===== config.mk =====
export PLATFORM = sky130hd
export DESIGN_NAME = exe_stage
export DESIGN_NICKNAME = d
export VERILOG_FILES = /design/src/cpu_pkg.sv /design/src/exe_stage.sv
export SDC_FILE = /design/constraint.sdc
export NUM_CORES = 1
export LEC_CHECK = 0
export BUFFER_PORTS_ARGS = -buffer_cell sky130_fd_sc_hd__clkbuf_2
export CORE_AREA = 2 2 235 237
export DETAILED_ROUTE_END_ITERATION = 8
export DIE_AREA = 0 0 237 239
export SYNTH_ARGS = -nofsm -noshare
export SYNTH_HDL_FRONTEND = slang
export SYNTH_SLANG_ARGS = --single-unit

===== constraint.sdc =====
create_clock -name clk -period 10.8 [get_ports clk]
set_input_delay 2.16 -clock clk [delete_from_list [all_inputs] [get_ports clk]]
set_output_delay 2.16 -clock clk [all_outputs]
set_load 0.01 [all_outputs]

===== src/cpu_pkg.sv =====
// widths, reset pc, bus response code, opcode, alu and branch enums
package cpu_pkg;

  localparam int XLEN   = 64;
  localparam int ILEN   = 32;
  localparam int RIDX_W = 5;

  localparam logic [XLEN-1:0] RESET_PC  = 64'h8000_0000;
  localparam logic [1:0]      RESP_OKAY = 2'b00;

  // major opcodes, inst[6:0]
  typedef enum logic [6:0] {
    OP_LUI    = 7'b0110111,
    OP_IMM    = 7'b0010011,
    OP_REG    = 7'b0110011,
    OP_BRANCH = 7'b1100011,
    OP_JAL    = 7'b1101111
  } opcode_e;

  typedef enum logic [2:0] {
    ALU_ADD,
    ALU_SUB,
    ALU_AND,
    ALU_OR,
    ALU_XOR,
    ALU_PASS    // op2 straight through, lui
  } alu_op_e;

  typedef enum logic [1:0] {
    BR_NONE,
    BR_EQ,
    BR_NE,
    BR_JUMP
  } br_op_e;

endpackage


===== src/exe_stage.sv =====
// execute stage: alu, branch compare, redirect pulse, result register
`timescale 1ns/1ps

module exe_stage (
  input  logic                       clk,
  input  logic                       i_rst_n,
  input  logic                       i_decoded_req,
  input  logic [cpu_pkg::XLEN-1:0]   i_pc,
  input  cpu_pkg::alu_op_e           i_alu_op,
  input  cpu_pkg::br_op_e            i_br_op,
  input  logic [cpu_pkg::XLEN-1:0]   i_op1,
  input  logic [cpu_pkg::XLEN-1:0]   i_op2,
  input  logic [cpu_pkg::XLEN-1:0]   i_cmp_a,
  input  logic [cpu_pkg::XLEN-1:0]   i_cmp_b,
  input  logic [cpu_pkg::XLEN-1:0]   i_imm,
  input  logic [cpu_pkg::RIDX_W-1:0] i_rd,
  input  logic                       i_rd_wen,
  input  logic                       i_executed_ack,
  output logic                       o_decoded_ack,
  output logic                       o_executed_req,
  output logic [cpu_pkg::XLEN-1:0]   o_pc,
  output logic [cpu_pkg::RIDX_W-1:0] o_rd,
  output logic                       o_rd_wen,
  output logic [cpu_pkg::XLEN-1:0]   o_rd_wdata,
  output logic                       o_ex_redirect,
  output logic [cpu_pkg::XLEN-1:0]   o_ex_target
);

  logic                     full_q;
  logic                     rd_wen_q;
  logic                     accept;
  logic                     taken;
  logic [cpu_pkg::XLEN-1:0] alu_res;

  assign o_decoded_ack  = ~full_q | i_executed_ack;
  assign accept         = i_decoded_req & o_decoded_ack;
  assign o_executed_req = full_q;
  // qualified, also serves as the hazard write flag
  assign o_rd_wen       = full_q & rd_wen_q;

  always_comb begin
    case (i_alu_op)
      cpu_pkg::ALU_SUB:  alu_res = i_op1 - i_op2;
      cpu_pkg::ALU_AND:  alu_res = i_op1 & i_op2;
      cpu_pkg::ALU_OR:   alu_res = i_op1 | i_op2;
      cpu_pkg::ALU_XOR:  alu_res = i_op1 ^ i_op2;
      cpu_pkg::ALU_PASS: alu_res = i_op2;
      default:           alu_res = i_op1 + i_op2;
    endcase
  end

  always_comb begin
    case (i_br_op)
      cpu_pkg::BR_EQ:   taken = (i_cmp_a == i_cmp_b);
      cpu_pkg::BR_NE:   taken = (i_cmp_a != i_cmp_b);
      cpu_pkg::BR_JUMP: taken = 1'b1;
      default:          taken = 1'b0;
    endcase
  end

  // one pulse, in the accept cycle
  assign o_ex_redirect = accept & taken;
  assign o_ex_target   = i_pc + i_imm;

  always_ff @(posedge clk or negedge i_rst_n) begin
    if (!i_rst_n) begin
      full_q <= 1'b0;
    end else begin
      full_q <= accept | (full_q & ~i_executed_ack);
    end
  end

  always_ff @(posedge clk) begin
    if (accept) begin
      o_pc       <= i_pc;
      o_rd       <= i_rd;
      rd_wen_q   <= i_rd_wen;
      o_rd_wdata <= alu_res;
    end
  end

  // decode is emptied by the redirect, so nothing can be accepted next cycle
  a_redirect_single: assert property (@(posedge clk) disable iff (!i_rst_n)
    o_ex_redirect |=> !o_ex_redirect);

endmodule


==> metrics, run 1 <==
result of the run=finished clean; cell with the largest stage delay on the worst path=a21boi_0; placement row count=86; number of remaining DRC errors=0; netlist area before placement=0.0178 mm^2; clk slew on worst S/H paths=70 ps; total leakage power=0.0105 uW; die outline height=239 um; cell taking the most area after synthesis=edfxtp_1; FF+latch count, synth=135; Die ar.=0.0566 mm^2; async set-reset flop share out of synthesis=0.00741; number of cells on the worst reg-to-reg path=4; post-CTS setup buffers=0; fraction of final layout cells with drive strength greater than 1=0.255; number of enable-type register cells in the synthesized netlist=134; Worst setup SP type=primary input; number of global-route vias before repair=18200; Post-synth top flop=edfxtp_1; final hold violation count=0; post-CTS sizing=0; maximum clock insertion buffer count=2; overflow left after global routing=0; delay of the slowest critical-path stage=680 ps; largest fanout of any net on the critical path=5; share of the synthesized area in the top cell type=0.226; hpwl dp=57100 um; worst hold path depth=2; pin count of the biggest net entering global routing=73; TritonCTS clock tree=built; ordered cell list for the critical path=clkbuf_2, ha_1, inv_1, fa_1, nand2b_1, a21oi_1, o2111ai_1, a21boi_0, a41o_1, a21oi_1, o21ai_0, a221oi_1, o21ai_0, xor2_1, clkbuf_2; final count of pins violating max slew=0; minimum clock period=8160 ps; synth top area cells=edfxtp_1 23%, ha_1 18%, xnor2_1 9.4%, a21oi_1 5.1%, a21o_1 3.9%; transition time of the tightest slew-check pin=1180 ps; Rel. slew slack=0.211; critical path buffer and inverter count=3; Yosys warning total=0; global-route wire length before repair=104000 um; mean cell area of the mapped netlist=8.44 um^2; number of filler instances in the final layout=5529; total placed instance area=0.0214 mm^2; number of H-tree branching levels=4; arrival time at the worst endpoint=6000 ps; maximum capacitance violations=0; worst hold path startpoint=o_executed_req$_DFF_PN0_; worst hold path type=register to register; Skew-Pair Late Insertion Delay=490 ps; setup repair after global routing missed its margin=no; # port buffers=599; worst-case clock skew=17.1 ps; starting density of the core=0.327; end of the worst hold path=o_executed_req$_DFF_PN0_; synthesized netlist cell count=2106; Max Clock Freq=122 MHz; post-synthesis net count=2762; share of the yosys chip area belonging to registers=0.228; worst voltage drop across the vdd grid=0.128 mV; power per cell area=110 mW/mm^2; clock sink count=135; clock tree root buffer cell=clkbuf_16; net count of the finished layout=3291; Total Routed Length=69200 um; TritonCTS Buffers=17; worst reg2reg startpoint=o_executed_req$_DFF_PN0_; total negative slack for setup checks=0 ps; reg2reg setup slack=8380 ps; routed via count=18400; # hold bufs at CTS=0; share of the cycle needed by the critical path after routing=0.756; via-per-instance ratio=5.48; number of optimization iterations in the first detailed-route pass=5; Reg2Reg Capture Point=o_pc[60]$_DFFE_PP_; category of cells accounting for the largest share of critical-path delay=compound AO/OA/AOI/OAI gates; final number of setup-violating endpoints=0; core area=0.0543 mm^2; number of top-level pins=600; worst setup path category=primary input to output port; last weighted congestion value of the routability-driven placer=0.943; number of DRC violations after detailed-routing iteration 0=1150; floorplan die width=237 um; CP Data Required Time=8640 ps; Synth cell types=67; antenna violation net count after detailed routing=0; crit path capture type=output port; synthesis-to-finish area growth=23.7%; Final Instance Area=0.0220 mm^2; WL/cell=20.6 um; global router's overall resource usage=0.238; antenna violations before repair=12
-- worst max-delay path by stage --
stage,slack (ps),from,end,cells after the start
after floorplan,2760,i_executed_ack,o_ex_redirect,3
after detailed placement,2580,i_pc[0],o_ex_target[60],15
after global routing,2280,i_pc[0],o_ex_target[60],15
after CTS,2570,i_pc[0],o_ex_target[60],15
final,2640,i_pc[0],o_ex_target[60],15
after global placement,2630,i_pc[0],o_ex_target[60],15
-- state kept, by name (all words and copies together) (netlist names) --
register        cells
o_pc               64
rd_wen_q            1
o_executed_req      1
o_rd_wdata         64
o_rd                5
-- area by class of cell --
| type | count | area (um^2) | area share |
|---|---|---|---|
| tap | 704 | 881 | 0.0401 |
| inverter | 178 | 668 | 0.0304 |
| multi-input combinational | 1691 | 12700 | 0.577 |
| antenna | 5 | 12.5 | 0.000569 |
| timing repair buffer | 612 | 3100 | 0.141 |
| clock buffer | 17 | 425 | 0.0193 |
| sequential | 135 | 4050 | 0.184 |
| clock inverter | 15 | 168 | 0.00762 |
-- routing by layer --
layer | vias up | part of all wire | GRT usage
li1 | 8810 | - | -
met1 | 8730 | 0.40 | 0.272
met2 | 755 | 0.50 | 0.430
met3 | 95 | 0.072 | 0.0584
met4 | 12 | 0.028 | 0.0836
met5 | - | 0.0011 | 0
-- report_power, final --
group | internal, uW | total [uW] | switching (uW)
clock network | 345 | 645 | 300
registers | 639 | 652 | 13.4
logic | 447 | 1120 | 671
total | 1430 | 2410 | 984
-- synthesized netlist by cell type, types with 19 or more instances --
cell / n
xnor2_1: 191
mux2i_1: 62
nand3_1: 36
inv_1: 178
nand2_1: 156
a21oi_1: 182
xor2_1: 54
edfxtp_1: 134
nor4_1: 19
o211ai_1: 47
nor3_1: 23
ha_1: 255
o221ai_1: 38
nor2_1: 92
a31oi_1: 32
clkbuf_1: 97
a21o_1: 93
o21ai_0: 110
nand4_1: 57
o21bai_1: 22
-- per-stage QoR --
step | worst slack [ps] | std cells | hold WS (ps) | util | power (uW)
finish | 2640 | 3357 | 581 | 0.405 | 2410
global route | 2280 | 3355 | 643 | 0.405 | 2560
CTS | 2570 | 3352 | 579 | 0.404 | 2430
detailed placement | 2580 | 3320 | 556 | 0.394 | 1770
global placement | 2630 | 3320 | 565 | 0.394 | 1760
floorplan | 2760 | 2106 | 635 | - | 1360
-- tightest hold or removal path: stages (launching register included) --
cell,delay [ps]
dfrtp_1,380
nand2b_1,100
nand2b_1,70
-- kinds of logic (layout without fill, tap and decap cells) --
logic type | Yosys count | in the layout | share of synthesized area
AO/OA/AOI/OAI | 653 | 653 | 0.240
XOR/XNOR | 245 | 245 | 0.121
adder cells (fa/ha/maj) | 257 | 257 | 0.182
buffers and inverters | 280 | 822 | 0.0593
flip-flops | 135 | 135 | 0.228
multiplexers | 68 | 68 | 0.0387
other | 0 | 5 | 0
AND/OR/NAND/NOR | 468 | 468 | 0.132
-- cell usage in the layout (no fill, tap or decap), types with 6 or more instances in the layout --
| cell | instances |
|---|---|
| a41oi_1 | 7 |
| o22ai_1 | 13 |
| nor4_1 | 19 |
| nor2_1 | 91 |
| a211oi_1 | 16 |
| clkbuf_2 | 598 |
| mux2i_1 | 62 |
| a31o_2 | 6 |
| and3_1 | 7 |
| o31ai_1 | 13 |
| nand3_1 | 36 |
| ha_1 | 255 |
| inv_1 | 178 |
| nor2b_1 | 13 |
| a21o_1 | 93 |
| o211ai_1 | 47 |
| a21boi_0 | 9 |
| o21ai_0 | 110 |
| o21bai_1 | 22 |
| nand2b_1 | 11 |
| o41ai_1 | 6 |
| nand2_1 | 156 |
| a21oi_1 | 182 |
| a31oi_1 | 32 |
| o21a_1 | 13 |
| buf_4 | 13 |
| o221ai_1 | 38 |
| clkbuf_16 | 17 |
| edfxtp_1 | 134 |
| a221oi_1 | 8 |
| xnor2_1 | 191 |
| nor3_1 | 23 |
| nand4_1 | 57 |
| or3_1 | 9 |
| and2_1 | 10 |
| xor2_1 | 54 |
| and4_1 | 7 |
| mux2_2 | 6 |
Power figures use the tool's default switching activity.
==> run 2, diff against run 1 <==
clock period = 8.3 ns   (was 10.8 ns; I/O delays follow)
==> run 2 against run 1 <==
Against the previous run: routed wire length fell by 0.41%; flip-flop and latch count is the same; combinational power rose by 29%; clock-buffer cell count unchanged; setup slack worse by 1600 ps; utilization is 0.12 points higher; clock power increased by 34%; clock skew up 1.7 ps; critical path depth is the same; power grew 31%; non-clock buffer count is 6 higher; sequential share of layout area is 0.052 points lower.
==> metrics, run 2 (synthesis gave the netlist of run 1 again) <==
Rel. slew slack=0.197 (-0.0147); combinational share of power=0.459 (-0.004); number of DRC violations after detailed-routing iteration 0=1035 (-10%); worst setup path category=primary input to output port; final number of setup-violating endpoints=0 (unchanged); maximum clock insertion buffer count=2 (unchanged); number of H-tree branching levels=4 (unchanged); number of top-level pins=600 (unchanged); floorplan die width=237 um (unchanged); routed via count=18500 (+0.37%); transition time of the tightest slew-check pin=1200 ps (+23.6 ps); # hold bufs at CTS=0 (unchanged); hpwl dp=57000 um (-0.15%); number of remaining DRC errors=0 (unchanged); Final Instance Area=0.0221 mm^2 (+0.28%); die outline height=239 um (unchanged); pin count of the biggest net entering global routing=80 (+9.6%); post-CTS sizing=0 (unchanged); worst hold path depth=2 (unchanged); Clock power frac=0.272 (+0.005); fraction of final layout cells with drive strength greater than 1=0.257 (+0.00131); worst hold path type=register to register; share of the cycle needed by the critical path after routing=0.870; total negative slack for setup checks=0 ps (unchanged); number of cells on the worst reg-to-reg path=4 (unchanged); minimum clock period=7220 ps; total power draw=3170 uW (+31%); arrival time at the worst endpoint=5560 ps (-440 ps); WL/cell=20.5 um (-0.56%); total leakage power=0.0106 uW (+0.40%); crit path capture type=output port; clock sink count=135 (unchanged); Seq pwr share=0.269 (about the same); TritonCTS clock tree=built; power per cell area=144 mW/mm^2 (+31%); maximum capacitance violations=0 (unchanged); post-CTS setup buffers=0 (unchanged); Worst setup SP type=primary input; via-per-instance ratio=5.49 (+0.23%); antenna violation net count after detailed routing=0 (unchanged); Skew-Pair Late Insertion Delay=500 ps (about the same); clock tree root buffer cell=clkbuf_16; Total Routed Length=68900 um (-0.41%); net count of the finished layout=3297 (+0.18%); clk slew on worst S/H paths=70 ps (about the same); final hold violation count=0 (unchanged); core area=0.0543 mm^2 (unchanged); result of the run=finished clean; placement row count=86 (unchanged); starting density of the core=0.327 (unchanged); most common library cell in the layout ignoring fill and taps=clkbuf_2; number of global-route vias before repair=18100 (-0.76%); TritonCTS Buffers=17 (unchanged); top library cells by usage in the layout, fill and taps aside=598 x clkbuf_2, 255 x ha_1, 191 x xnor2_1; number of optimization iterations in the first detailed-route pass=7 (+2); global router's overall resource usage=0.235 (-0.00302); Internal Dissipation=1890 uW (+32%); antenna violations before repair=11 (-1); total placed instance area=0.0214 mm^2 (+0.21%); sw frac=0.403 (-0.00505); last weighted congestion value of the routability-driven placer=0.933 (-1.1%); setup repair after global routing missed its margin=no; largest fanout of any net on the critical path=5 (unchanged); total net switching power=1280 uW (+30%); final count of pins violating max slew=0 (unchanged); Die ar.=0.0566 mm^2 (unchanged); overflow left after global routing=0 (unchanged); global-route wire length before repair=103000 um (-1.3%); CP Data Required Time=6640 ps (-2000 ps); worst voltage drop across the vdd grid=0.157 mV (+23%); synthesis-to-finish area growth=24.1%; largest registers in the final layout=o_pc x64, o_rd_wdata x64, o_rd x5; worst-case clock skew=18.8 ps (+1.67 ps); Max Clock Freq=138 MHz; # port buffers=599 (unchanged)
==> run 2: cell types whose count changed in the layout (fill, tap and decap cells not counted), sizes merged <==
cell | previous run | this run
diode | 5 | 4
clkinvlp | 4 | 3
buf | 14 | 20
clkinv | 3 | 2
bufinv | 2 | 3
inv | 184 | 185
==> run 2: worst max-delay path, stage by stage <==
cell	delay, ps
clkbuf_2	90
ha_1	190
inv_1	70
fa_1	400
nand2b_1	180
a21oi_1	220
o2111ai_1	170
a21boi_0	720
a41o_1	320
a21oi_1	160
o21ai_0	520
a221oi_1	230
o21ai_0	280
xor2_1	190
clkbuf_2	150
==> run 2: path summary, 6_finish.rpt <==
kind	from	end	slack [ps]
max	i_pc[0]	o_ex_target[60]	1080
min	o_executed_req$_DFF_PN0_	o_executed_req$_DFF_PN0_	590
max reg2reg	o_executed_req$_DFF_PN0_	o_pc[57]$_DFFE_PP_	5870
min reg2reg	o_executed_req$_DFF_PN0_	o_executed_req$_DFF_PN0_	590
max in group asynchronous	i_rst_n	o_executed_req$_DFF_PN0_	7280
min in group asynchronous	i_rst_n	o_executed_req$_DFF_PN0_	930
==> run 2: metal layers <==
metal | GRT usage | share of wire | vias to the layer above
met5 | 0 | 0.0011 | -
met4 | 0.0993 | 0.034 | 12
met3 | 0.0536 | 0.070 | 110
met2 | 0.418 | 0.50 | 792
met1 | 0.270 | 0.40 | 8738
li1 | - | - | 8819
==> run 2: cell type report <==
| class | instances | area, um^2 |
|---|---|---|
| clock buffer | 17 | 425 |
| tap | 704 | 881 |
| inverter | 178 | 668 |
| fill | 5543 | 32300 |
| sequential | 135 | 4050 |
| antenna | 4 | 10.0 |
| clock inverter | 15 | 188 |
| timing repair buffer | 618 | 3150 |
| multi-input combinational | 1691 | 12700 |
==> run 2: power by group through the flow <==
| stage | Clock, uW | Sequential, uW | Combinational, uW |
|---|---|---|---|
| global placement | 0 | 868 | 1430 |
| floorplan | 0 | 894 | 870 |
| CTS | 887 | 855 | 1450 |
| finish | 862 | 853 | 1450 |
| detailed placement | 0 | 869 | 1440 |
| global route | 906 | 858 | 1590 |
==> run 2: through the flow <==
stage / setup slack [ps] / util / hold WS, ps / instances
after CTS: 1120 / 0.406 / 596 / 3358
after detailed placement: 1140 / 0.394 / 578 / 3326
final: 1080 / 0.406 / 592 / 3362
after global routing: 812 / 0.406 / 627 / 3362
after global placement: 1170 / 0.394 / 562 / 3326
after floorplan: 1260 / - / 635 / 2106
==> run 3, diff against run 2 <==
ABC_AREA = 1   (was not set)
CORE_AREA = 2 2 237 239   (was 2 2 235 237)
CTS_CLUSTER_DIAMETER = 40   (was not set)
DIE_AREA = 0 0 239 241   (was 0 0 237 239)
==> run 3 against run 2 <==
Against the previous run: hold slack better by 51 ps; combinational power is 11% higher; flip-flop and latch count stayed put; setup slack better by 1200 ps; global-route usage is 10 points higher; critical path depth is 1 higher; synthesized area is 21% higher; sequential share of layout area is 2.7 points lower; non-clock buffer count is 9 lower; via count is 35% higher; clock power is 2% higher.
==> metrics, run 3 <==
result of the run=finished clean; die outline height=241 um (+0.84%); share of the yosys chip area belonging to registers=0.189 (-0.0391); Max Clock Freq=167 MHz (+20%); clock tree root buffer cell=clkbuf_16; worst voltage drop across the vdd grid=0.181 mV (+15%); routed via count=24900 (+35%); maximum clock insertion buffer count=2 (unchanged); worst hold path type=register to register; share of the cycle needed by the critical path after routing=0.723 (-0.148); worst-case clock skew=23.7 ps (+4.88 ps); share of the synthesized area in the top cell type=0.198 (-0.0281); most common cell in the netlist=nand2_1; Critical Path Source=i_pc[0]; CP Data Required Time=6640 ps (about the same); Skew-Pair Late Insertion Delay=510 ps (about the same); final hold violation count=0 (unchanged); worst reg2reg startpoint=o_executed_req$_DFF_PN0_; hpwl dp=85900 um (+51%); global router's overall resource usage=0.335 (+0.100); Synth cell types=48 (-28%); clock sink count=135 (unchanged); top library cells by usage in the layout, fill and taps aside=1132 x nand2_1, 633 x inv_1, 599 x clkbuf_2; total leakage power=0.0141 uW (+34%); arrival time at the worst endpoint=4340 ps (-1220 ps); number of global-route vias before repair=23300 (+29%); most common library cell in the layout ignoring fill and taps=nand2_1; number of optimization iterations in the first detailed-route pass=6 (-1); final number of setup-violating endpoints=0 (unchanged); number of H-tree branching levels=4 (unchanged); total power draw=3340 uW (+5.3%); maximum capacitance violations=0 (unchanged); starting density of the core=0.391 (+0.0638); placement row count=86 (unchanged); global-route wire length before repair=145000 um (+41%); crit path capture type=output port; mean cell area of the mapped netlist=6.11 um^2 (-28%); XOR/XNOR Fraction of Synth Area=0.0768 (-0.0440); setup repair after global routing missed its margin=no; dominant combinational cell family by area after synthesis=simple AND/OR/NAND/NOR gates; largest registers in the final layout=o_pc x64, o_rd_wdata x64, o_rd x5; Synth Area in Adders=0.151 (-0.0312); post-synthesis net count=4166 (+51%); synthesized netlist cell count=3510 (+67%); # port buffers=599 (unchanged); minimum clock period=6000 ps (-1230 ps); post-CTS setup buffers=0 (unchanged); Rel. slew slack=0.408 (+0.211); cell taking the most area after synthesis=nand2_1; transition time of the tightest slew-check pin=888 ps (-315 ps); clk slew on worst S/H paths=60 ps (about the same); netlist area before placement=0.0214 mm^2 (+21%); number of top-level pins=600 (unchanged); number of filler instances in the final layout=6074 (+9.6%); WL/cell=20.6 um (+0.44%); Compound-Gate Fraction of Synth Area=0.116 (-0.124); pin count of the biggest net entering global routing=64 (-20%); number of enable-type register cells in the synthesized netlist=134 (unchanged); simple-gate share of the synthesized area=0.349 (+0.217); worst hold path startpoint=o_executed_req$_DFF_PN0_; antenna violation net count after detailed routing=0 (unchanged); async set-reset flop share out of synthesis=0.00741 (unchanged); area taken by flip-flops and latches=0.00405 mm^2 (unchanged); core area=0.0549 mm^2 (+0.99%); area used by multi-input combinational logic=0.0149 mm^2 (+17%); final count of pins violating max slew=0 (unchanged); largest fanout of any net on the critical path=5 (unchanged); TritonCTS clock tree=built; floorplan die width=239 um (+0.84%); last weighted congestion value of the routability-driven placer=1.04 (+11%); number of DRC violations after detailed-routing iteration 0=2013 (+94%); number of remaining DRC errors=0 (unchanged); synthesis-to-finish area growth=20.7%; share of synthesized area spent on multiplexers=0 (-0.0387); Total Routed Length=99300 um (+44%); synth top area cells=nand2_1 20%, edfxtp_1 19%, ha_1 15%, inv_1 11%, nor2_1 7.2%; overflow left after global routing=0 (unchanged); # hold bufs at CTS=0 (unchanged); post-CTS sizing=0 (unchanged); leading post-synthesis cells by instance count=1133 x nand2_1, 633 x inv_1, 414 x nor2_1; antenna violations before repair=11 (unchanged); FF+latch count, synth=135 (unchanged); via-per-instance ratio=5.16 (-6.1%); Post-synth top flop=edfxtp_1; Die ar.=0.0576 mm^2 (+1.7%); total negative slack for setup checks=0 ps (unchanged); TritonCTS Buffers=17 (unchanged); Hold Worst Slack=643 ps (+50.9 ps); worst setup path category=primary input to output port; power per cell area=129 mW/mm^2 (-10%); Worst setup SP type=primary input; fraction of final layout cells with drive strength greater than 1=0.172 (-0.0842); net count of the finished layout=4755 (+44%); Yosys warning total=0 (unchanged)
run 3: cell count changes in the layout (fill, tap and decap cells not counted), sizes merged, moves of 50 or more:
cell	change
nand3	+105
nand2	+989
a21o	-93
inv	+458
mux2i	-62
xor2	+96
o21ai	+50
xnor2	-153
nor2	+339
run 3: layer usage:
layer | vias to the layer above | wire, um | global-route usage
met2 | 945 | 46700 | 0.566
met3 | 158 | 7110 | 0.0641
met1 | 11400 | 41700 | 0.419
li1 | 12300 | - | -
met4 | 12 | 3660 | 0.137
met5 | - | 74 | 0
run 3: cell type report:
class                      instances  area share
antenna                            4    0.000386
inverter                         636      0.0922
sequential                       135       0.156
timing repair buffer             609       0.119
tap                              704      0.0340
clock buffer                      18      0.0166
clock inverter                    14     0.00715
multi-input combinational       2700       0.575
run 3: worst max-delay path: stages:
cell and delay (ps):
clkbuf_2 90, ha_1 290, inv_1 90, fa_1 420, inv_1 140, nand3_1 100
nand2_2 160, nand2_1 90, nand2_2 130, a21oi_2 100, o21ai_1 490, nand2_1 200
nand2_1 100, nand2_1 50, nand2_1 80, clkbuf_2 140
run 3: logic make-up (layout without fill, tap and decap cells):
group           Yosys count  count (layout)
other cells               0               4
buf+inv                 675            1277
xor+xnor                188             188
fa+ha+maj               257             257
compound gates          424             424
flops                   135             135
simple gates           1831            1831
run 3: path summary, 6_finish.rpt:
kind	cells after the start	slack [ps]	endpoint
min in group asynchronous	1	930	o_executed_req$_DFF_PN0_
worst max-delay path	16	2300	o_ex_target[58]
max in group asynchronous	1	7280	o_executed_req$_DFF_PN0_
worst min-delay path	2	640	o_executed_req$_DFF_PN0_
worst max register to register	3	6160	o_rd_wdata[39]$_DFFE_PP_
worst min register to register	2	640	o_executed_req$_DFF_PN0_
run 3: power by group:
| group | switching (uW) | total, uW | internal [uW] |
|---|---|---|---|
| clock network | 394 | 875 | 481 |
| logic | 1080 | 1610 | 529 |
| registers | 20.3 | 849 | 829 |
run 3: through the flow:
| stage | instances | util | setup WS (ps) | area, um^2 |
|---|---|---|---|---|
| 6_report | 4820 | 0.472 | 2300 | 25900 |
| 3_3_place_gp | 4784 | 0.461 | 2320 | 25300 |
| 4_1_cts | 4816 | 0.472 | 2320 | 25900 |
| 5_1_grt | 4820 | 0.472 | 2120 | 25900 |
| 2_1_floorplan | 3510 | - | 651 | 21500 |
| 3_5_place_dp | 4784 | 0.461 | 2330 | 25300 |
