===== config.mk =====
export PLATFORM = sky130hd
export DESIGN_NAME = id_stage
export DESIGN_NICKNAME = d
export VERILOG_FILES = /design/src/cpu_pkg.sv /design/src/id_stage.sv
export SDC_FILE = /design/constraint.sdc
export NUM_CORES = 1
export LEC_CHECK = 0
export ABC_AREA = 1
export BUFFER_PORTS_ARGS = -buffer_cell sky130_fd_sc_hd__buf_2
export CORE_AREA = 2 2 250 252
export DETAILED_ROUTE_END_ITERATION = 10
export DIE_AREA = 0 0 252 254
export GPL_ROUTABILITY_DRIVEN = 0
export GPL_TIMING_DRIVEN = 0
export PLACE_DENSITY = 0.32
export SLEW_MARGIN = 5
export SYNTH_ARGS = -nofsm -noshare
export SYNTH_HDL_FRONTEND = slang
export SYNTH_SLANG_ARGS = --single-unit

===== constraint.sdc =====
create_clock -name clk -period 7.98 [get_ports clk]
set_clock_uncertainty 0.15 [all_clocks]
set_input_delay 0.399 -clock clk [delete_from_list [all_inputs] [get_ports clk]]
set_output_delay 0.399 -clock clk [all_outputs]
set_load 0.05 [all_outputs]

===== src/cpu_pkg.sv =====
// widths, reset pc, bus response code, opcode, alu and branch enums
package cpu_pkg;

  localparam int XLEN   = 64;
  localparam int ILEN   = 32;
  localparam int RIDX_W = 5;

  localparam logic [XLEN-1:0] RESET_PC  = 64'h8000_0000;
  localparam logic [1:0]      RESP_OKAY = 2'b00;

  // major opcodes, inst[6:0]
  typedef enum logic [6:0] {
    OP_LUI    = 7'b0110111,
    OP_IMM    = 7'b0010011,
    OP_REG    = 7'b0110011,
    OP_BRANCH = 7'b1100011,
    OP_JAL    = 7'b1101111
  } opcode_e;

  typedef enum logic [2:0] {
    ALU_ADD,
    ALU_SUB,
    ALU_AND,
    ALU_OR,
    ALU_XOR,
    ALU_PASS    // op2 straight through, lui
  } alu_op_e;

  typedef enum logic [1:0] {
    BR_NONE,
    BR_EQ,
    BR_NE,
    BR_JUMP
  } br_op_e;

endpackage


===== src/id_stage.sv =====
// decode stage: decoder, immediates, operand select, register hazard stall
`timescale 1ns/1ps

module id_stage (
  input  logic                       clk,
  input  logic                       i_rst_n,
  input  logic                       i_fetched_req,
  input  logic [cpu_pkg::XLEN-1:0]   i_pc,
  input  logic [cpu_pkg::ILEN-1:0]   i_inst,
  input  logic [cpu_pkg::XLEN-1:0]   i_rs1_data,
  input  logic [cpu_pkg::XLEN-1:0]   i_rs2_data,
  input  logic                       i_decoded_ack,
  input  logic                       i_ex_redirect,
  input  logic [cpu_pkg::RIDX_W-1:0] i_ex_rd,
  input  logic                       i_ex_rd_wen,
  input  logic [cpu_pkg::RIDX_W-1:0] i_wb_rd,
  input  logic                       i_wb_rd_wen,
  output logic                       o_fetched_ack,
  output logic [cpu_pkg::RIDX_W-1:0] o_rs1,
  output logic [cpu_pkg::RIDX_W-1:0] o_rs2,
  output logic                       o_decoded_req,
  output logic [cpu_pkg::XLEN-1:0]   o_pc,
  output cpu_pkg::alu_op_e           o_alu_op,
  output cpu_pkg::br_op_e            o_br_op,
  output logic [cpu_pkg::XLEN-1:0]   o_op1,
  output logic [cpu_pkg::XLEN-1:0]   o_op2,
  output logic [cpu_pkg::XLEN-1:0]   o_cmp_a,
  output logic [cpu_pkg::XLEN-1:0]   o_cmp_b,
  output logic [cpu_pkg::XLEN-1:0]   o_imm,
  output logic [cpu_pkg::RIDX_W-1:0] o_rd,
  output logic                       o_rd_wen
);

  logic                     full_q;
  logic [cpu_pkg::ILEN-1:0] inst_q;
  logic [cpu_pkg::XLEN-1:0] imm_i;
  logic [cpu_pkg::XLEN-1:0] imm_u;
  logic [cpu_pkg::XLEN-1:0] imm_b;
  logic [cpu_pkg::XLEN-1:0] imm_j;
  logic [9:0]               funct;
  logic                     rs1_used;
  logic                     rs2_used;
  logic                     rs1_hit;
  logic                     rs2_hit;

  assign o_rs1   = inst_q[19:15];
  assign o_rs2   = inst_q[24:20];
  assign o_rd    = inst_q[11:7];
  assign o_cmp_a = i_rs1_data;
  assign o_cmp_b = i_rs2_data;
  assign funct   = {inst_q[31:25], inst_q[14:12]};

  assign imm_i = {{52{inst_q[31]}}, inst_q[31:20]};
  assign imm_u = {{32{inst_q[31]}}, inst_q[31:12], 12'b0};
  assign imm_b = {{51{inst_q[31]}}, inst_q[31], inst_q[7], inst_q[30:25], inst_q[11:8], 1'b0};
  assign imm_j = {{43{inst_q[31]}}, inst_q[31], inst_q[19:12], inst_q[20], inst_q[30:21],
                  1'b0};

  always_comb begin
    o_alu_op = cpu_pkg::ALU_ADD;
    o_br_op  = cpu_pkg::BR_NONE;
    o_op1    = i_rs1_data;
    o_op2    = i_rs2_data;
    o_imm    = imm_i;
    o_rd_wen = 1'b0;
    rs1_used = 1'b0;
    rs2_used = 1'b0;
    case (inst_q[6:0])
      cpu_pkg::OP_LUI: begin
        o_alu_op = cpu_pkg::ALU_PASS;
        o_op2    = imm_u;
        o_imm    = imm_u;
        o_rd_wen = 1'b1;
      end
      cpu_pkg::OP_IMM: begin
        rs1_used = 1'b1;
        o_op2    = imm_i;
        o_rd_wen = (funct[2:0] == 3'b000);   // addi only
      end
      cpu_pkg::OP_REG: begin
        rs1_used = 1'b1;
        rs2_used = 1'b1;
        o_rd_wen = 1'b1;
        case (funct)
          10'b0000000_000: o_alu_op = cpu_pkg::ALU_ADD;
          10'b0100000_000: o_alu_op = cpu_pkg::ALU_SUB;
          10'b0000000_100: o_alu_op = cpu_pkg::ALU_XOR;
          10'b0000000_110: o_alu_op = cpu_pkg::ALU_OR;
          10'b0000000_111: o_alu_op = cpu_pkg::ALU_AND;
          default:         o_rd_wen = 1'b0;
        endcase
      end
      cpu_pkg::OP_BRANCH: begin
        rs1_used = 1'b1;
        rs2_used = 1'b1;
        o_imm    = imm_b;
        if (funct[2:0] == 3'b000) begin
          o_br_op = cpu_pkg::BR_EQ;
        end else if (funct[2:0] == 3'b001) begin
          o_br_op = cpu_pkg::BR_NE;
        end
      end
      cpu_pkg::OP_JAL: begin
        // link value pc+4 comes out of the alu
        o_br_op  = cpu_pkg::BR_JUMP;
        o_op1    = o_pc;
        o_op2    = 64'd4;
        o_imm    = imm_j;
        o_rd_wen = 1'b1;
      end
      default: o_rd_wen = 1'b0;
    endcase
  end

  // no forwarding, wait until ex and wb no longer hold a writer of rs1/rs2
  assign rs1_hit = rs1_used && (o_rs1 != '0) &&
                   ((i_ex_rd_wen && (i_ex_rd == o_rs1)) || (i_wb_rd_wen && (i_wb_rd == o_rs1)));
  assign rs2_hit = rs2_used && (o_rs2 != '0) &&
                   ((i_ex_rd_wen && (i_ex_rd == o_rs2)) || (i_wb_rd_wen && (i_wb_rd == o_rs2)));

  assign o_decoded_req = full_q & ~rs1_hit & ~rs2_hit;
  assign o_fetched_ack = ~full_q | (o_decoded_req & i_decoded_ack);

  always_ff @(posedge clk or negedge i_rst_n) begin
    if (!i_rst_n) begin
      full_q <= 1'b0;
    end else if (i_ex_redirect) begin
      full_q <= 1'b0;
    end else if (i_fetched_req && o_fetched_ack) begin
      full_q <= 1'b1;
    end else if (o_decoded_req && i_decoded_ack) begin
      full_q <= 1'b0;
    end
  end

  always_ff @(posedge clk) begin
    if (i_fetched_req && o_fetched_ack) begin
      o_pc   <= i_pc;
      inst_q <= i_inst;
    end
  end

endmodule


==> Flow_metrics.wiki, run 1 <==
{| class="wikitable"
! Metric !! Value
|-
| Worst-Margin Slew || ~850 ps
|-
| Class of the worst hold path || in -> reg
|-
| Highest achievable clock rate || roughly 0.3 GHz
|-
| Crit path max-delay cell type || sky130_fd_sc_hd__edfxtp_1
|-
| Overall routed net length || ~41000 um
|-
| Maximum buffer depth of the clock tree || 2
|-
| Post-synthesis instance area || roughly 0.0066 sq mm
|-
| Share of the yosys chip area belonging to registers || 43.92%
|-
| Final cycle utilization of the critical path || approximately 43%
|-
| TritonCTS Buffers || 9
|-
| Synthesis-to-layout area growth || 76.87%
|-
| Total of buffers placed on input and output ports || 647
|-
| Clock root cell || sky130_fd_sc_hd__clkbuf_16
|-
| # H-tree levels || 3
|-
| Total Neg Setup Slack || 0 ps
|-
| Clock insertion delay at the later pin of the skew report || 390 ps
|-
| GRT Total Usage || between 10 and 15%
|-
| Category of the worst setup path launch point || register
|-
| Final Hold Vio Count || 0
|-
| Area enclosed by the die boundary || roughly 0.064 sq mm
|-
| Power consumption || approximately 1.9 mW
|-
| Max stage delay on crit path || between 400 and 500 ps
|-
| Placeable Area || approximately 0.06 sq mm
|-
| Most frequent cell on the critical path || sky130_fd_sc_hd__nand2_1
|-
| Standard cell area after detailed placement || 0.01096 sq mm
|-
| Overall die width || 252 um
|-
| Area of all placed cells without fillers || 0.01171 sq mm
|-
| Ordered cell list for the critical path || nand2_1 -> nor2_4 -> nand2_2 -> nand2_1 -> inv_1 -> nand2_1 -> o21ai_0 -> buf_2
|-
| Total congestion overflow || 0
|-
| Gate count of the mapped netlist || about 840
|-
| Hold Worst Slack || between 30 and 40 ps
|-
| Register area || between 0.002 and 0.003 sq mm
|-
| Detailed Place HPWL || 35000 um
|-
| Number of instances in the placed design || ~2300
|-
| # setup viols final || 0
|-
| Fraction of layout instances using a drive strength above 1 || a little under three fifths
|-
| Count of non-filler cells in the finished layout || between 2000 and 2500
|-
| Initial drt markers || a little under 300
|-
| Via count of the first global-routing pass || just over 8000
|-
| Initial standard-cell utilization of the core || between 10% and 20%
|-
| Worst Setup End Kind || primary output
|-
| Height of the chip || between 200 and 300 um
|-
| Iteration count of the initial detailed-routing pass || 4
|-
| Number of buffers inserted to repair setup after CTS || 0
|-
| Worst Path Required || roughly 7400 ps
|-
| Outcome || finished, final reports clean
|-
| Cells on worst reg2reg path || 12
|-
| Startpoint-to-endpoint class of the critical path || reg -> out
|-
| CTS clk-pin slew, worst paths || 80 ps
|-
| Maximum vdd drop || approximately 76 uV
|-
| TritonCTS clock tree || yes
|-
| Average via count per standard cell || between 3 and 4
|-
| Unrepaired setup endpoints after global routing || false
|-
| Total vias in the final route || approximately 8100
|-
| Crit path arrival time || roughly 2900 ps
|-
| P_leak || ~6.4 nW
|-
| Sink count of the clock tree || 97
|-
| Wire length of the first global-routing pass || between 50000 and 60000 um
|-
| Worst hold stages || 1
|-
| Final Max Slew Viols || 0
|-
| Net count after synthesis || about 1100
|-
| Floorplan row count || between 90 and 100
|-
| Syn avg cell area || 7.872 sq um
|-
| Number of antenna violations at the first check in global routing || 9
|-
| Number of buffers and inverters on the critical path || 2
|-
| Number of DRC violations after detailed routing || 0
|-
| Count of nets left with antenna violations after detail routing || 0
|-
| Detailed-route wire length per cell || 17.38 um
|-
| Synth cell types || 28
|-
| Family with the most delay on the worst path || simple AND/OR/NAND/NOR gates
|-
| Number of max-capacitance violations reported || 0
|-
| Area of the multi-input gates || a little over 0.002 sq mm
|-
| Total power divided by cell area || 162.2 mW/mm^2
|-
| Maximum fanout along the worst path || 10
|-
| Number of synthesis warnings || 0
|-
| Final period demand of the worst path || about 3400 ps
|-
| I/O Pins || roughly 650
|-
| Number of nets at the end of the flow || 1788
|-
| Critical path depth in cells || 8
|-
| Remaining max-slew budget at the tightest pin || between 40% and 50%
|-
| Filler Cell Count || ~7100
|-
| Largest net degree at the start of global routing || 40
|-
| Seq cells post-synth || just under 100
|}
[layer usage]
layer / track usage [%] / up-vias / share of wire [%]
met5: 0 / - / 0.24
met4: 5.934 / 14 / 4.1
met3: 3.595 / 60 / 7.6
met2: 23.12 / 435 / 53
met1: 11.78 / 3628 / 35
li1: - / 3913 / -
[cell usage after synthesis (all sizes together)]
| library cell | n | area, sq um |
|---|---|---|
| clkbuf | 8 | 30.03 |
| dfrtp | 1 | 25.02 |
| edfxtp | 96 | 2883 |
| inv | 38 | 142.6 |
| o41ai | 1 | 8.760 |
| nand4 | 3 | 18.77 |
| and3 | 1 | 6.260 |
| o2111ai | 1 | 8.760 |
| buf | 197 | 1480 |
| o21ai | 32 | 160.2 |
| a21oi | 4 | 23.77 |
| nand3 | 22 | 110.1 |
| nor3 | 5 | 30.03 |
| clkinv | 1 | 3.750 |
| nor3b | 1 | 7.510 |
| nand2 | 385 | 1450 |
| o221ai | 1 | 8.760 |
| nor4 | 2 | 12.51 |
| o211ai | 10 | 75.07 |
| nor2 | 32 | 135.1 |
[area by class of cell]
type,count,share of cell area (%)
Clock inverter,7,0.5129
Inverter,39,1.250
Sequential cell,97,24.83
Clock buffer,9,1.923
Tap cell,790,8.442
Timing Repair Buffer,695,32.44
Multi-Input combinational cell,500,17.65
Buffer,205,12.90
Antenna cell,2,0.04274
[cell families (layout without fill, tap and decap cells)]
group | Yosys count | count (layout) | synth area share [%]
AO/OA/AOI/OAI | 49 | 49 | 4.309
buffers and inverters | 244 | 955 | 25.02
flip-flops | 97 | 97 | 43.92
other | 0 | 2 | 0
AND/OR/NAND/NOR | 451 | 451 | 26.74
[power by group]
| part | internal (mW) | switching [mW] | total (mW) | leakage [nW] |
|---|---|---|---|---|
| Clock | 0.218 | 0.243 | 0.461 | 0.142 |
| Sequential | 0.598 | 0.0256 | 0.624 | 0.932 |
| Combinational | 0.223 | 0.592 | 0.815 | 5.31 |
| Total | 1.04 | 0.861 | 1.90 | 6.39 |
[worst paths after layout]
kind	start	to	slack (ps)
min	i_pc[60]	o_pc[60]	30
max reg2reg	inst_q[20]	o_pc[18]	4650
max	inst_q[5]	o_imm[14]	4570
min reg2reg	full_q	full_q	490
max in group asynchronous	i_rst_n	full_q	7420
min in group asynchronous	i_rst_n	full_q	180
[stage by stage]
| step | worst slack, ps | utilization, % |
|---|---|---|
| floorplan | 1634 | - |
| global placement | -2257 | 17.71 |
| detailed placement | 4579 | 17.89 |
| CTS | 4212 | 19.06 |
| global route | 4199 | 19.11 |
| finish | 4570 | 19.11 |
[placed cells by master (no fill, tap or decap)]
cell	Yosys	routed
sky130_fd_sc_hd__buf_2	10	657
sky130_fd_sc_hd__nand2_1	383	383
sky130_fd_sc_hd__buf_4	180	180
sky130_fd_sc_hd__edfxtp_1	96	96
sky130_fd_sc_hd__dlygate4sd3_1	0	43
sky130_fd_sc_hd__inv_1	35	35
sky130_fd_sc_hd__nor2_1	30	30
sky130_fd_sc_hd__o21ai_0	27	27
sky130_fd_sc_hd__nand3_1	22	22
sky130_fd_sc_hd__o211ai_1	10	10
sky130_fd_sc_hd__clkbuf_16	0	9
sky130_fd_sc_hd__clkbuf_1	8	8
sky130_fd_sc_hd__buf_6	7	7
sky130_fd_sc_hd__o21ai_1	5	5
sky130_fd_sc_hd__nor3_1	4	4
sky130_fd_sc_hd__buf_16	0	4
sky130_fd_sc_hd__inv_2	3	3
sky130_fd_sc_hd__nand4_1	3	3
sky130_fd_sc_hd__clkinv_4	0	3
sky130_fd_sc_hd__diode_2	0	2
sky130_fd_sc_hd__nor2_4	2	2
sky130_fd_sc_hd__nand2_2	2	2
sky130_fd_sc_hd__a21oi_1	3	2
sky130_fd_sc_hd__nor4_1	2	2
sky130_fd_sc_hd__inv_6	0	2
sky130_fd_sc_hd__nor3b_1	1	1
sky130_fd_sc_hd__nor3_2	1	1
sky130_fd_sc_hd__clkinv_1	1	1
sky130_fd_sc_hd__o41ai_1	1	1
sky130_fd_sc_hd__o221ai_1	1	1
sky130_fd_sc_hd__o2111ai_1	1	1
sky130_fd_sc_hd__a21oi_4	0	1
sky130_fd_sc_hd__and3_1	1	1
sky130_fd_sc_hd__a21oi_2	1	1
sky130_fd_sc_hd__clkinv_2	0	1
sky130_fd_sc_hd__inv_8	0	1
sky130_fd_sc_hd__dfrtp_1	1	1
sky130_fd_sc_hd__buf_12	0	1
[flip-flops by register name, summed over array words and instances (netlist names)]
signal	cells
full_q	1
o_pc	64
inst_q	32
[worst reg2reg max path: cells and delay by family, from the launching register on]
kind	cells	cell delay (ps)
simple gates	7	690
flops	1	470
compound gates	1	720
buf+inv	4	1010
[timing repair]
item | in CTS | in global routing
resized for setup | 0 | 0
hold buffers | 43 | 0
endpoints found under the hold margin | 43 | 0
(Power assumes the default switching activity.)
==> run 2: changes to the inputs <==
--- a/config.mk
+++ b/config.mk
@@ -5,11 +5,11 @@
 export SDC_FILE = /design/constraint.sdc
 export NUM_CORES = 1
 export LEC_CHECK = 0
-export ABC_AREA = 1
+export ABC_AREA = 0
 export BUFFER_PORTS_ARGS = -buffer_cell sky130_fd_sc_hd__buf_2
-export CORE_AREA = 2 2 250 252
+export CORE_AREA = 2 2 254 256
 export DETAILED_ROUTE_END_ITERATION = 10
-export DIE_AREA = 0 0 252 254
+export DIE_AREA = 0 0 256 258
 export GPL_ROUTABILITY_DRIVEN = 0
 export GPL_TIMING_DRIVEN = 0
 export PLACE_DENSITY = 0.32
==> constraint.sdc (replaced) <==
create_clock -name clk -period 2.85 [get_ports clk]
set_clock_uncertainty 0.15 [all_clocks]
set_input_delay 0.1425 -clock clk [delete_from_list [all_inputs] [get_ports clk]]
set_output_delay 0.1425 -clock clk [all_outputs]
set_load 0.05 [all_outputs]
==> run 2 against run 1 <==
Against the previous run:
- core utilization is 0.98 points higher
- sequential share of layout area decreased by 2.1 points
- largest power group unchanged
- total power rose to 2.9 times the previous value
==> Flow_metrics.wiki, run 2 <==
{| class="wikitable"
! Metric !! Value
|-
| Detailed Place HPWL || 33360 um (was 35000 um)
|-
| Worst Path Required || 2560 ps (was 7430 ps)
|-
| GRT Total Usage || 12.03% (was 12.10%)
|-
| Leading registers by flop count || o_pc (64), inst_q (32), full_q (1) (unchanged)
|-
| TritonCTS Buffers || 9 (unchanged)
|-
| Count of nets left with antenna violations after detail routing || 0 (unchanged)
|-
| Max stage delay on crit path || 460 ps (about the same)
|-
| I/O Pins || 648 (unchanged)
|-
| Total Neg Setup Slack || 0 ps (unchanged)
|-
| Main flop type after synthesis || sky130_fd_sc_hd__edfxtp_1 (unchanged)
|-
| Final Hold Vio Count || 0 (unchanged)
|-
| Total of buffers placed on input and output ports || 647 (unchanged)
|-
| Final Max Slew Viols || 0 (unchanged)
|-
| Number of max-capacitance violations reported || 0 (unchanged)
|-
| Seq cells post-synth || 97 (unchanged)
|-
| Clock root cell || sky130_fd_sc_hd__clkbuf_16 (unchanged)
|-
| # setup viols final || 0 (unchanged)
|-
| Class of the worst hold path || in -> reg (unchanged)
|-
| P_leak || 6.252 nW (was 6.386 nW)
|-
| Fraction of layout instances using a drive strength above 1 || 72.96% (was 56.38%)
|-
| Placeable Area || 0.06365 sq mm (was 0.06126 sq mm)
|-
| Power consumption || 5.452 mW (was 1.899 mW)
|-
| Total congestion overflow || 0 (unchanged)
|-
| TritonCTS clock tree || yes (unchanged)
|-
| Top library cells by usage in the layout, fill and taps aside || sky130_fd_sc_hd__buf_2 (637), sky130_fd_sc_hd__buf_4 (212), sky130_fd_sc_hd__dlygate4sd3_1 (100) (was sky130_fd_sc_hd__buf_2 (657), sky130_fd_sc_hd__nand2_1 (383), sky130_fd_sc_hd__buf_4 (180))
|-
| # H-tree levels || 3 (unchanged)
|-
| Worst Setup End Kind || primary output (unchanged)
|-
| Setup Slack @ Placement || -859.4 ps (was 4579 ps)
|-
| Number of nets at the end of the flow || 1597 (was 1788)
|-
| Total power divided by cell area || 426.2 mW/mm^2 (was 162.2 mW/mm^2)
|-
| Hold Worst Slack || 198.2 ps (was 34.93 ps)
|-
| Sink count of the clock tree || 97 (unchanged)
|-
| Comb power frac || 44.7% (was 42.9%)
|-
| Area fraction of the dominant cell type after synthesis || 44.55% (was 43.55%)
|-
| Iteration count of the initial detailed-routing pass || 6 (was 4)
|-
| Remaining max-slew budget at the tightest pin || 65.06% (was 43.24%)
|-
| Crit path max-delay cell type || sky130_fd_sc_hd__edfxtp_1 (unchanged)
|-
| Initial standard-cell utilization of the core || 10.17% (was 10.81%)
|-
| Ordered cell list for the critical path || buf_4 -> nand2b_4 -> nor3_4 -> buf_12 -> buf_12 -> nor3_4 -> buf_12 -> clkbuf_4 -> a21o_1 -> buf_2 (was nand2_1 -> nor2_4 -> nand2_2 -> nand2_1 -> inv_1 -> nand2_1 -> o21ai_0 -> buf_2)
|-
| Synth async-reset ratio || 1.031% (unchanged)
|-
| Design internal power || 3.047 mW (was 1.039 mW)
|-
| Outcome || finished, final reports clean (unchanged)
|-
| Most frequent cell on the critical path || sky130_fd_sc_hd__buf_12 (was sky130_fd_sc_hd__nand2_1)
|-
| Most common cell in the netlist || sky130_fd_sc_hd__buf_4 (was sky130_fd_sc_hd__nand2_1)
|-
| Number of antenna violations at the first check in global routing || 12 (was 9)
|-
| Synthesis-to-layout area growth || 97.68% (was 76.87%)
|-
| Ranking of synthesized cells by instance count || sky130_fd_sc_hd__buf_4 (179), sky130_fd_sc_hd__edfxtp_1 (96), sky130_fd_sc_hd__mux2_2 (64), sky130_fd_sc_hd__a21o_1 (42), sky130_fd_sc_hd__nand2_1 (31) (was sky130_fd_sc_hd__nand2_1 (383), sky130_fd_sc_hd__buf_4 (180), sky130_fd_sc_hd__edfxtp_1 (96), sky130_fd_sc_hd__inv_1 (35), sky130_fd_sc_hd__nor2_1 (30))
|-
| Clock insertion delay at the later pin of the skew report || 380 ps (was 390 ps)
|-
| Worst setup margin || 81.27 ps (was 4570 ps)
|-
| Overall routed net length || 41780 um (was 40730 um)
|-
| Leading cell types by total area after synthesis || sky130_fd_sc_hd__edfxtp_1 (45%), sky130_fd_sc_hd__buf_4 (21%), sky130_fd_sc_hd__mux2_2 (11%) (was sky130_fd_sc_hd__edfxtp_1 (44%), sky130_fd_sc_hd__nand2_1 (22%), sky130_fd_sc_hd__buf_4 (20%))
|-
| Average via count per standard cell || 3.359 (was 3.434)
|-
| Most area-hungry cell type in the Yosys netlist || sky130_fd_sc_hd__edfxtp_1 (unchanged)
|-
| Switching part of the total || 44.11% (was 45.31%)
|-
| Floorplan row count || 93 (was 91)
|-
| Largest register by flop count || o_pc (unchanged)
|-
| Highest achievable clock rate || ~0.36 GHz
|-
| Post-synthesis instance area || 0.006471 sq mm (was 0.006620 sq mm)
|-
| Via count of the first global-routing pass || 7901 (was 8124)
|-
| CTS clk-pin slew, worst paths || 90 ps (was 80 ps)
|-
| Total vias in the final route || 7460 (was 8050)
|-
| Final cycle utilization of the critical path || 97.15%
|-
| Share of power burned in the clock network || 23.3% (was 24.3%)
|-
| Height of the chip || 258 um (was 254 um)
|-
| Startpoint-to-endpoint class of the critical path || reg -> out (unchanged)
|-
| Largest register FFs || 64 (unchanged)
|-
| Worst-Margin Slew || 520.1 ps (was 849.5 ps)
|-
| Maximum fanout along the worst path || 10 (unchanged)
|-
| Initial drt markers || 216 (was 292)
|-
| Number of enable-type register cells in the synthesized netlist || 96 (unchanged)
|-
| Category of the worst setup path launch point || register (unchanged)
|-
| Synth cell types || 39 (was 28)
|-
| Crit path arrival time || 2480 ps (was 2860 ps)
|-
| Syn avg cell area || 11.45 sq um (was 7.872 sq um)
|-
| Gate count of the mapped netlist || 565 (was 841)
|-
| Maximum vdd drop || 246.6 uV (was 76.23 uV)
|-
| Number of DRC violations after detailed routing || 0 (unchanged)
|-
| Overall die width || 256 um (was 252 um)
|-
| Switching pwr || 2.405 mW (was 0.8606 mW)
|-
| Detailed-route wire length per cell || 18.81 um (was 17.38 um)
|-
| Sequential Power Share || 32.0% (was 32.8%)
|-
| Wire length of the first global-routing pass || 56060 um (was 54540 um)
|-
| Final period demand of the worst path || around 2800 ps
|-
| Maximum buffer depth of the clock tree || 2 (unchanged)
|-
| Number of synthesis warnings || 0 (unchanged)
|-
| Area enclosed by the die boundary || 0.06605 sq mm (was 0.06401 sq mm)
|-
| Leading cell type in the layout, fill and taps excluded || sky130_fd_sc_hd__buf_2 (unchanged)
|-
| Net count after synthesis || 806 (was 1082)
|-
| Filler Cell Count || 7123 (was 7065)
|-
| Largest net degree at the start of global routing || 58 (was 40)
|-
| Share of the yosys chip area belonging to registers || 44.93% (was 43.92%)
|}
[run 2: worst max-delay path: cells and delay by family, from the launching register on]
kind | cells | cell delay [ps]
DFF | 1 | 460
AOI/OAI and AO/OA | 1 | 150
and+or+nand+nor | 3 | 330
buffers and inverters | 6 | 1130
[run 2: power by group through the flow]
stage	clock, mW	combinational (mW)	sequential (mW)
2_1_floorplan	0	1.41	1.94
4_1_cts	1.38	2.42	1.75
3_3_place_gp	0	2.23	1.80
6_report	1.27	2.44	1.75
5_1_grt	1.40	2.54	1.76
3_5_place_dp	0	2.24	1.79
[run 2: final cells by class]
class | count | area [sq um] | area share, %
multi-input cells | 259 | 2281 | 17.83
diodes | 5 | 12.51 | 0.09781
well taps | 855 | 1070 | 8.363
flip-flops and latches | 97 | 2908 | 22.73
inverters | 5 | 18.77 | 0.1467
clock buffers | 10 | 229.0 | 1.790
plain buffers | 205 | 1538 | 12.02
repair buffers | 779 | 4686 | 36.63
clock inverters | 6 | 50.05 | 0.3912
[run 2: per-stage QoR]
stage,util [%],instances,instance area (sq um)
after global placement,16.97,2067,10800
after detailed placement,17.06,2069,10860
final,20.10,2221,12790
after global routing,20.10,2221,12790
after floorplan,-,565,6495
after CTS,19.71,2208,12540
[run 2: metal layers]
metal / routed length (um) / part of all wire, % / GRT usage (%) / up-vias
li1: - / - / - / 3458
met1: 14520 / 35 / 11.69 / 3503
met2: 23140 / 55 / 23.93 / 438
met3: 2637 / 6.3 / 3.102 / 51
met4: 1421 / 3.4 / 4.890 / 10
met5: 61 / 0.15 / 0 / -
[run 2: path summary, 6_finish.rpt]
check | startpoint | endpoint | slack [ps] | depth (start not counted)
max in group asynchronous | i_rst_n | full_q | 2010 | 3
min in group asynchronous | i_rst_n | full_q | 440 | 3
min | i_fetched_req | inst_q[1] | 200 | 2
max reg2reg | inst_q[23] | o_pc[7] | 140 | 7
min reg2reg | full_q | inst_q[1] | 950 | 2
max | inst_q[4] | o_op2[55] | 80 | 10
[run 2: timing repair]
action,4_1_cts,5_1_grt
hold buffers,100,0
pin swaps,8,3
endpoints found under the hold margin,98,0
gates cloned,2,3
endpoints found under the setup margin,256,183
buffers inserted,22,6
resized for setup,47,43
[run 2: cell families after synthesis]
logic type	synth area share (%)
AOI/OAI and AO/OA	11.95
buffers and inverters	22.97
xor gates and xnor gates	2.707
DFF	44.93
and+or+nand+nor	6.148
muxes	11.29
